--- src/common/rv_m_pkg.sv ---
package rv_m_pkg;

	localparam int XLEN = 32;

	typedef logic [XLEN-1:0] data_t;
	typedef logic [XLEN:0]   wide_t;	// operand plus one extension bit

	typedef logic [2:0] funct3_t;
	typedef logic [6:0] funct7_t;

	localparam funct7_t M_FUNCT7 = 7'b0000001;

	// funct3 encodings of the M extension
	typedef enum funct3_t {
		MUL    = 3'b000,
		MULH   = 3'b001,
		MULHSU = 3'b010,
		MULHU  = 3'b011,
		DIV    = 3'b100,
		DIVU   = 3'b101,
		REM    = 3'b110,
		REMU   = 3'b111
	} m_op_t;

	localparam int MUL_LATENCY = 3;	// multiplier pipeline depth

	// counter widths derived from the above
	localparam int MUL_CNT_W = $clog2(MUL_LATENCY + 1);
	localparam int DIV_CNT_W = $clog2(XLEN);

	typedef enum logic [1:0] {
		DIV_IDLE,
		DIV_RUN,
		DIV_FIX
	} div_state_t;

endpackage

--- src/muldiv/m_decode.sv ---
`timescale 1ns/1ps

module m_decode (
	input  logic              clk,
	input  logic              reset,
	input  logic              op_valid,
	input  rv_m_pkg::funct7_t funct7,
	input  rv_m_pkg::funct3_t funct3,
	input  rv_m_pkg::data_t   rs1,
	input  rv_m_pkg::data_t   rs2,
	input  logic              div_done,
	output logic              busy,
	output logic              mul_start,
	output logic              div_start,
	output rv_m_pkg::m_op_t   op,
	output rv_m_pkg::wide_t   opa,
	output rv_m_pkg::wide_t   opb
);
	import rv_m_pkg::*;

	m_op_t                new_op;
	logic                 accept;
	logic                 is_div;
	logic                 sign_a;
	logic                 sign_b;
	logic                 div_pend;	// divide waiting for the multiplier to drain
	logic                 mul_idle;
	logic [MUL_CNT_W-1:0] mul_cnt;

	assign new_op   = m_op_t'(funct3);
	assign is_div   = funct3[2];
	assign accept   = op_valid && !reset && (funct7 == M_FUNCT7) && !busy;
	assign sign_a   = (new_op inside {MULH, MULHSU, DIV, REM}) && rs1[XLEN-1];
	assign sign_b   = (new_op inside {MULH, DIV, REM}) && rs2[XLEN-1];
	assign mul_idle = (mul_cnt == '0);

	always_ff @(posedge clk) begin
		if (reset) begin
			busy      <= 1'b0;
			mul_start <= 1'b0;
			div_start <= 1'b0;
			div_pend  <= 1'b0;
			mul_cnt   <= '0;
		end else begin
			mul_start <= accept && !is_div;
			div_start <= 1'b0;
			if (accept && !is_div) begin
				mul_cnt <= MUL_CNT_W'(MUL_LATENCY);	// reload on every issued multiply
			end else if (!mul_idle) begin
				mul_cnt <= mul_cnt - MUL_CNT_W'(1);
			end
			if (accept && is_div) begin
				busy <= 1'b1;
				if (mul_idle) begin
					div_start <= 1'b1;
				end else begin
					div_pend <= 1'b1;
				end
			end else if (div_pend && mul_idle) begin
				div_pend  <= 1'b0;
				div_start <= 1'b1;
			end else if (div_done) begin
				busy <= 1'b0;
			end
		end
	end

	// operands held stable until the next accepted strobe
	always_ff @(posedge clk) begin
		if (accept) begin
			op  <= new_op;
			opa <= {sign_a, rs1};
			opb <= {sign_b, rs2};
		end
	end

endmodule

--- src/muldiv/multiplier.sv ---
`timescale 1ns/1ps

module multiplier (
	input  logic            clk,
	input  logic            reset,
	input  logic            mul_start,
	input  rv_m_pkg::m_op_t op,
	input  rv_m_pkg::wide_t opa,
	input  rv_m_pkg::wide_t opb,
	output logic            mul_done,
	output rv_m_pkg::data_t mul_res
);
	import rv_m_pkg::*;

	logic signed [2*XLEN+1:0] prod;	// full 33x33 signed product
	logic [2*XLEN-1:0]        prod_s1;
	logic [2*XLEN-1:0]        prod_s2;
	logic                     valid_s1;
	logic                     valid_s2;
	m_op_t                    op_s1;
	m_op_t                    op_s2;

	// extension bits make one signed multiply cover all four ops
	assign prod = $signed(opa) * $signed(opb);

	always_ff @(posedge clk) begin
		if (reset) begin
			valid_s1 <= 1'b0;
			valid_s2 <= 1'b0;
			mul_done <= 1'b0;
		end else begin
			valid_s1 <= mul_start;
			valid_s2 <= valid_s1;
			mul_done <= valid_s2;
		end
	end

	always_ff @(posedge clk) begin
		prod_s1 <= prod[2*XLEN-1:0];	// top two bits are pure sign copies
		op_s1   <= op;
		prod_s2 <= prod_s1;
		op_s2   <= op_s1;
		if (op_s2 == MUL) begin
			mul_res <= prod_s2[XLEN-1:0];
		end else begin
			mul_res <= prod_s2[2*XLEN-1:XLEN];	// mulh, mulhsu, mulhu
		end
	end

endmodule

--- src/muldiv/divider.sv ---
`timescale 1ns/1ps

module divider (
	input  logic            clk,
	input  logic            reset,
	input  logic            div_start,
	input  rv_m_pkg::m_op_t op,
	input  rv_m_pkg::wide_t opa,
	input  rv_m_pkg::wide_t opb,
	output logic            div_done,
	output rv_m_pkg::data_t div_res
);
	import rv_m_pkg::*;

	div_state_t           state;
	data_t                quo;	// dividend shifts out as quotient shifts in
	data_t                rem;
	data_t                dsr;
	logic [DIV_CNT_W-1:0] cnt;
	logic                 neg_q;
	logic                 neg_r;
	logic                 is_rem;
	logic                 sign_a;
	logic                 sign_b;
	logic                 div_zero;
	logic                 overflow;
	data_t                mag_a;
	data_t                mag_b;
	logic [XLEN:0]        shifted;
	logic [XLEN:0]        diff;
	data_t                quo_out;
	data_t                rem_out;

	// extension bit is set only for negative operands of signed ops
	assign sign_a   = opa[XLEN];
	assign sign_b   = opb[XLEN];
	assign mag_a    = sign_a ? -opa[XLEN-1:0] : opa[XLEN-1:0];
	assign mag_b    = sign_b ? -opb[XLEN-1:0] : opb[XLEN-1:0];
	assign div_zero = (opb[XLEN-1:0] == '0);
	assign overflow = (opa == {2'b11, {(XLEN-1){1'b0}}}) && (opb == '1);	// -2^31 / -1

	assign shifted = {rem, quo[XLEN-1]};
	assign diff    = shifted - {1'b0, dsr};
	assign quo_out = neg_q ? -quo : quo;
	assign rem_out = neg_r ? -rem : rem;

	always_ff @(posedge clk) begin
		if (reset) begin
			state    <= DIV_IDLE;
			div_done <= 1'b0;
		end else begin
			div_done <= 1'b0;
			case (state)
				DIV_IDLE: begin
					if (div_start) begin
						state <= (div_zero || overflow) ? DIV_FIX : DIV_RUN;
					end
				end
				DIV_RUN: begin
					if (cnt == DIV_CNT_W'(XLEN - 1)) begin
						state <= DIV_FIX;
					end
				end
				DIV_FIX: begin
					state    <= DIV_IDLE;
					div_done <= 1'b1;
				end
				default: state <= DIV_IDLE;
			endcase
		end
	end

	always_ff @(posedge clk) begin
		case (state)
			DIV_IDLE: begin
				if (div_start) begin
					is_rem <= op inside {REM, REMU};
					cnt    <= '0;
					dsr    <= mag_b;
					if (div_zero) begin
						quo   <= '1;
						rem   <= opa[XLEN-1:0];
						neg_q <= 1'b0;
						neg_r <= 1'b0;
					end else if (overflow) begin
						quo   <= {1'b1, {(XLEN-1){1'b0}}};
						rem   <= '0;
						neg_q <= 1'b0;
						neg_r <= 1'b0;
					end else begin
						quo   <= mag_a;
						rem   <= '0;
						neg_q <= sign_a ^ sign_b;
						neg_r <= sign_a;	// remainder follows the dividend
					end
				end
			end
			DIV_RUN: begin
				cnt <= cnt + DIV_CNT_W'(1);
				quo <= {quo[XLEN-2:0], !diff[XLEN]};
				rem <= diff[XLEN] ? shifted[XLEN-1:0] : diff[XLEN-1:0];	// restore on borrow
			end
			DIV_FIX: div_res <= is_rem ? rem_out : quo_out;
			default: begin
			end
		endcase
	end

endmodule

--- src/muldiv/m_result.sv ---
`timescale 1ns/1ps

module m_result (
	input  logic            clk,
	input  logic            reset,
	input  logic            mul_done,
	input  logic            div_done,
	input  rv_m_pkg::data_t mul_res,
	input  rv_m_pkg::data_t div_res,
	output logic            result_valid,
	output rv_m_pkg::data_t result
);

	always_ff @(posedge clk) begin
		if (reset) begin
			result_valid <= 1'b0;
		end else begin
			result_valid <= mul_done || div_done;	// never both in one cycle
		end
	end

	// result holds its last value between valids
	always_ff @(posedge clk) begin
		if (mul_done) begin
			result <= mul_res;
		end else if (div_done) begin
			result <= div_res;
		end
	end

endmodule

--- src/rtl/m_unit.sv ---
`timescale 1ns/1ps

module m_unit (
	input  logic              clk,
	input  logic              reset,
	input  logic              op_valid,
	input  rv_m_pkg::funct7_t funct7,
	input  rv_m_pkg::funct3_t funct3,
	input  rv_m_pkg::data_t   rs1,
	input  rv_m_pkg::data_t   rs2,
	output logic              busy,
	output logic              result_valid,
	output rv_m_pkg::data_t   result
);
	import rv_m_pkg::*;

	logic  mul_start;
	logic  div_start;
	logic  mul_done;
	logic  div_done;
	m_op_t op;
	wide_t opa;
	wide_t opb;
	data_t mul_res;
	data_t div_res;

	m_decode u_decode (
		.clk       (clk),
		.reset     (reset),
		.op_valid  (op_valid),
		.funct7    (funct7),
		.funct3    (funct3),
		.rs1       (rs1),
		.rs2       (rs2),
		.div_done  (div_done),
		.busy      (busy),
		.mul_start (mul_start),
		.div_start (div_start),
		.op        (op),
		.opa       (opa),
		.opb       (opb)
	);

	multiplier u_mul (
		.clk       (clk),
		.reset     (reset),
		.mul_start (mul_start),
		.op        (op),
		.opa       (opa),
		.opb       (opb),
		.mul_done  (mul_done),
		.mul_res   (mul_res)
	);

	divider u_div (
		.clk       (clk),
		.reset     (reset),
		.div_start (div_start),
		.op        (op),
		.opa       (opa),
		.opb       (opb),
		.div_done  (div_done),
		.div_res   (div_res)
	);

	m_result u_result (
		.clk          (clk),
		.reset        (reset),
		.mul_done     (mul_done),
		.div_done     (div_done),
		.mul_res      (mul_res),
		.div_res      (div_res),
		.result_valid (result_valid),
		.result       (result)
	);

endmodule

--- config.mk ---
export PLATFORM = sky130hd
export DESIGN_NAME = m_unit
export DESIGN_NICKNAME = d
export VERILOG_FILES = /design/src/common/rv_m_pkg.sv /design/src/muldiv/m_decode.sv /design/src/muldiv/multiplier.sv /design/src/muldiv/divider.sv /design/src/muldiv/m_result.sv /design/src/rtl/m_unit.sv
export SDC_FILE = /design/constraint.sdc
export NUM_CORES = 2
export LEC_CHECK = 0
export ABC_AREA = 1
export ABC_CLOCK_PERIOD_IN_PS = 8200
export BUFFER_PORTS_ARGS = -buffer_cell sky130_fd_sc_hd__buf_2
export CAP_MARGIN = 0
export CORE_ASPECT_RATIO = 0.7
export CORE_MARGIN = 3
export CORE_UTILIZATION = 33
export DETAILED_ROUTE_END_ITERATION = 8
export GPL_ROUTABILITY_DRIVEN = 0
export HOLD_SLACK_MARGIN = 0.08
export RECOVER_POWER = 25
export SLEW_MARGIN = 30
export SYNTH_ARGS = -nofsm -noshare
export SYNTH_HDL_FRONTEND = slang
export SYNTH_SLANG_ARGS = --single-unit
--- constraint.sdc ---
create_clock -name clk -period 8.2 [get_ports clk]
set_input_delay 0.82 -clock clk [delete_from_list [all_inputs] [get_ports clk]]
set_output_delay 0.82 -clock clk [all_outputs]
set_load 0.02 [all_outputs]
==> results.json <==
{
  "status": "complete, but fails checks",
  "violations": "max-capacitance violations, max-slew violations",
  "wl_um": 201000,
  "intPower_uw": 4670,
  "fin_crit_sh_pct": 97.1,
  "grt_first_pass_wirelength_um": 310000,
  "die_w_um": 519,
  "seq_area_sq_mm": 0.0107,
  "syn_avg_cell_area_sq_um": 8.04,
  "setup_tns_ns": 0,
  "finalSetupViolations": 0,
  "power.static_leakage_uw": 0.0361,
  "cts_tree": "yes",
  "drive_gt1_share_pct": 6.24,
  "netlist_area_sq_mm": 0.0608,
  "synth_cells": 7562,
  "grt.overflow.total": 0,
  "p_comb_share_pct": 32.9,
  "syn_nets": 9017,
  "grt_pass1_vias": 50100,
  "initialDrtViolationCount": 5736,
  "portBuffers": 110,
  "cp-start-kind": "flop",
  "critical-path-max-stage-delay_ns": 1.02,
  "synth_edf_count": 237,
  "synth-seq-area-share_pct": 17.6,
  "synth_top_area_cell": "fa_1",
  "layout_setup_ws_ns": 0.241,
  "p_switching_uw": 2790,
  "coreArea_sq_mm": 0.183,
  "io_pins": 111,
  "grt_max_degree": 62,
  "worstMarginPinSlew_ns": 2.19,
  "drv_cap": 1,
  "vdd_drop_max_v": 0.000147,
  "num-nets-final": 9048,
  "fin_cells": 10100,
  "viasPerCell": 4.88,
  "clkTransAtPathRegs_ns": 0.07,
  "relSlewSlack_pct": -46.1,
  "period_minus_slack_ns": 7.96,
  "track_usage_pct": 21.4,
  "required_ns": 8.71,
  "crit_fanout": 18,
  "drc_errors": 0,
  "post_drt_wl_per_cell_um": 19.9,
  "critPathSlowestCell": "edfxtp_1",
  "multiInputGateArea_sq_mm": 0.0410,
  "placed_cells": 9999,
  "cts.path.max_buffers": 3,
  "pwr_density_cell_mw_per_mm2": 112,
  "die_y_um": 365,
  "pre_cts_slack_ns": 0.437,
  "finalHoldViolCount": 0,
  "drtAntennaViolNets": 0,
  "worst_hold_path_type": "reg2reg",
  "crit_arrival_ns": 8.47,
  "synth_top_area_share_pct": 37.1,
  "yosysWarnings": 0,
  "rsz0062_at_grt": "false",
  "clock_latency_ns": 0.64,
  "start_util_pct": 33.3,
  "dieArea_sq_mm": 0.189,
  "cts_root_buf": "clkbuf_16",
  "path_cells": "buf_4 > nand2_1 > inv_1 > fa_1 > fa_1 > inv_1 > fa_1 > inv_1 > fa_1 > fa_1 > fa_1 > fa_1 > inv_1 > fa_1 > inv_1 > ha_1 > nand2_1 > o21ai_0 > a21oi_1 > o21ai_0 > inv_1 > nand4_1 > nand2_1",
  "area_delta_synth_final_pct": 9.62,
  "cts_buffers": 47,
  "vias": 49300,
  "cts_sinks": 416,
  "synth_most_common_cell": "inv_1",
  "slew_viol_final": 33,
  "synth_cell_types": 57,
  "critPathCaptureType": "flop",
  "cts_hold_buf": 0,
  "post-route-util_pct": 36.5,
  "synth_area_leaders": "fa_1 37%, inv_1 13%, nand2_1 13%",
  "p_seq_share_pct": 36.8,
  "clkPwrFrac_pct": 30.3,
  "synth-async-reset-ratio_pct": 0,
  "fillCellCount": 18800,
  "fin_skew_ns": 0.0273,
  "antenna_found_initial": 5,
  "h-tree-depth": 2,
  "switching_share_pct": 37.4,
  "dpl.hpwl_um": 168000,
  "synth_common_cells": "2037 x inv_1, 2029 x nand2_1, 1126 x fa_1",
  "synth_ff_type": "edfxtp_1",
  "num_rows": 131,
  "crit_type": "reg2reg",
  "ys_seq_elements": 416,
  "fmax_ghz": 0.126,
  "firstDrtPassIters": 6,
  "path_common_cell": "fa_1"
}
## sequential cells by signal, summed over array words and instances, names as in the netlist, 2 cells and up
register	count
u_decode.mul_cnt	2
u_decode.op	3
u_decode.opa	33
u_decode.opb	33
u_div.cnt	5
u_div.div_res	32
u_div.dsr	32
u_div.quo	32
u_div.rem	32
u_div.state	2
u_mul.mul_res	32
u_mul.op_s1	3
u_mul.op_s2	3
u_mul.prod_s1	64
u_mul.prod_s2	64
u_result.result	32
## layout make-up
cell class	count	share of cell area [%]
multi-input cells	4768	61.6
flip-flops and latches	416	16.1
inverters	2053	11.6
well taps	2460	4.62
repair buffers	307	3.70
clock buffers	59	1.92
clock inverters	29	0.526
diodes	5	0.0188
## worst max-delay path: cells and delay by family (launching register included)
kind            cells  cell delay (ns)
fa+ha+maj           9             4.47
compound gates      3             1.09
flops               1             1.02
buf+inv             7             0.81
simple gates        4             0.46
## through the flow
step,hold WS [ns],total power (uW),cell area [sq um]
5_1_grt,0.332,7830,66600
6_report,0.325,7450,66600
3_5_place_dp,0.312,5160,65000
2_1_floorplan,0.310,4210,60800
3_3_place_gp,0.310,5160,64800
4_1_cts,0.326,7440,66600
## cell usage in the layout, fill, tap and decap left out, types with 22 or more instances in the layout
master,count
buf_12,29
fa_1,1125
xor2_1,81
a21oi_1,162
clkbuf_1,38
edfxtp_1,237
clkbuf_16,48
inv_1,2035
ha_1,252
buf_2,80
nand3_2,23
dfxtp_1,179
nand2_1,2029
nand4_1,55
nand3_1,275
buf_4,153
xnor2_1,40
nor3_1,53
o21ai_0,136
nor2_1,337
o21ai_1,22
## routing by layer
metal	vias to the layer above	track usage, %	wire length, um
li1	21900	-	-
met3	256	6.79	28600
met1	24300	32.5	90600
met4	2	3.94	4240
met5	-	0	13
met2	2725	29.4	77600
## path summary, 6_finish.rpt
kind	cells past startpoint	slack, ns	to	startpoint
worst max-delay path	23	0.24	u_mul.prod_s1[46]	u_decode.opa[19]
worst min-delay path	0	0.33	u_mul.prod_s2[30]	u_mul.prod_s1[30]
worst max register to register	23	0.24	u_mul.prod_s1[46]	u_decode.opa[19]
worst min register to register	0	0.33	u_mul.prod_s2[30]	u_mul.prod_s1[30]
## cells by family (layout without fill, tap and decap cells)
group                    after synthesis  in the layout  share of synthesized area, %
XOR/XNOR                             121            121                          1.74
AND/OR/NAND/NOR                     2865           2865                          19.5
adder cells (fa/ha/maj)             1378           1378                          42.3
other                                  0              5                             0
buffers and inverters               2378           2448                          14.9
multiplexers                          32             32                         0.593
flip-flops                           416            416                          17.6
AO/OA/AOI/OAI                        372            372                          3.30
## power groups by stage
stage / logic (uW) / clock network, uW / registers [uW]
floorplan: 1520 / 0 / 2690
global placement: 2380 / 0 / 2780
detailed placement: 2380 / 0 / 2780
CTS: 2400 / 2300 / 2740
global route: 2680 / 2380 / 2770
finish: 2450 / 2260 / 2740
## what timing repair did
action	in CTS	in global routing
endpoints found under the setup margin	0	3
resized for setup	0	2
buffers inserted	0	4
No activity file was read; power rests on OpenSTA's default activity.
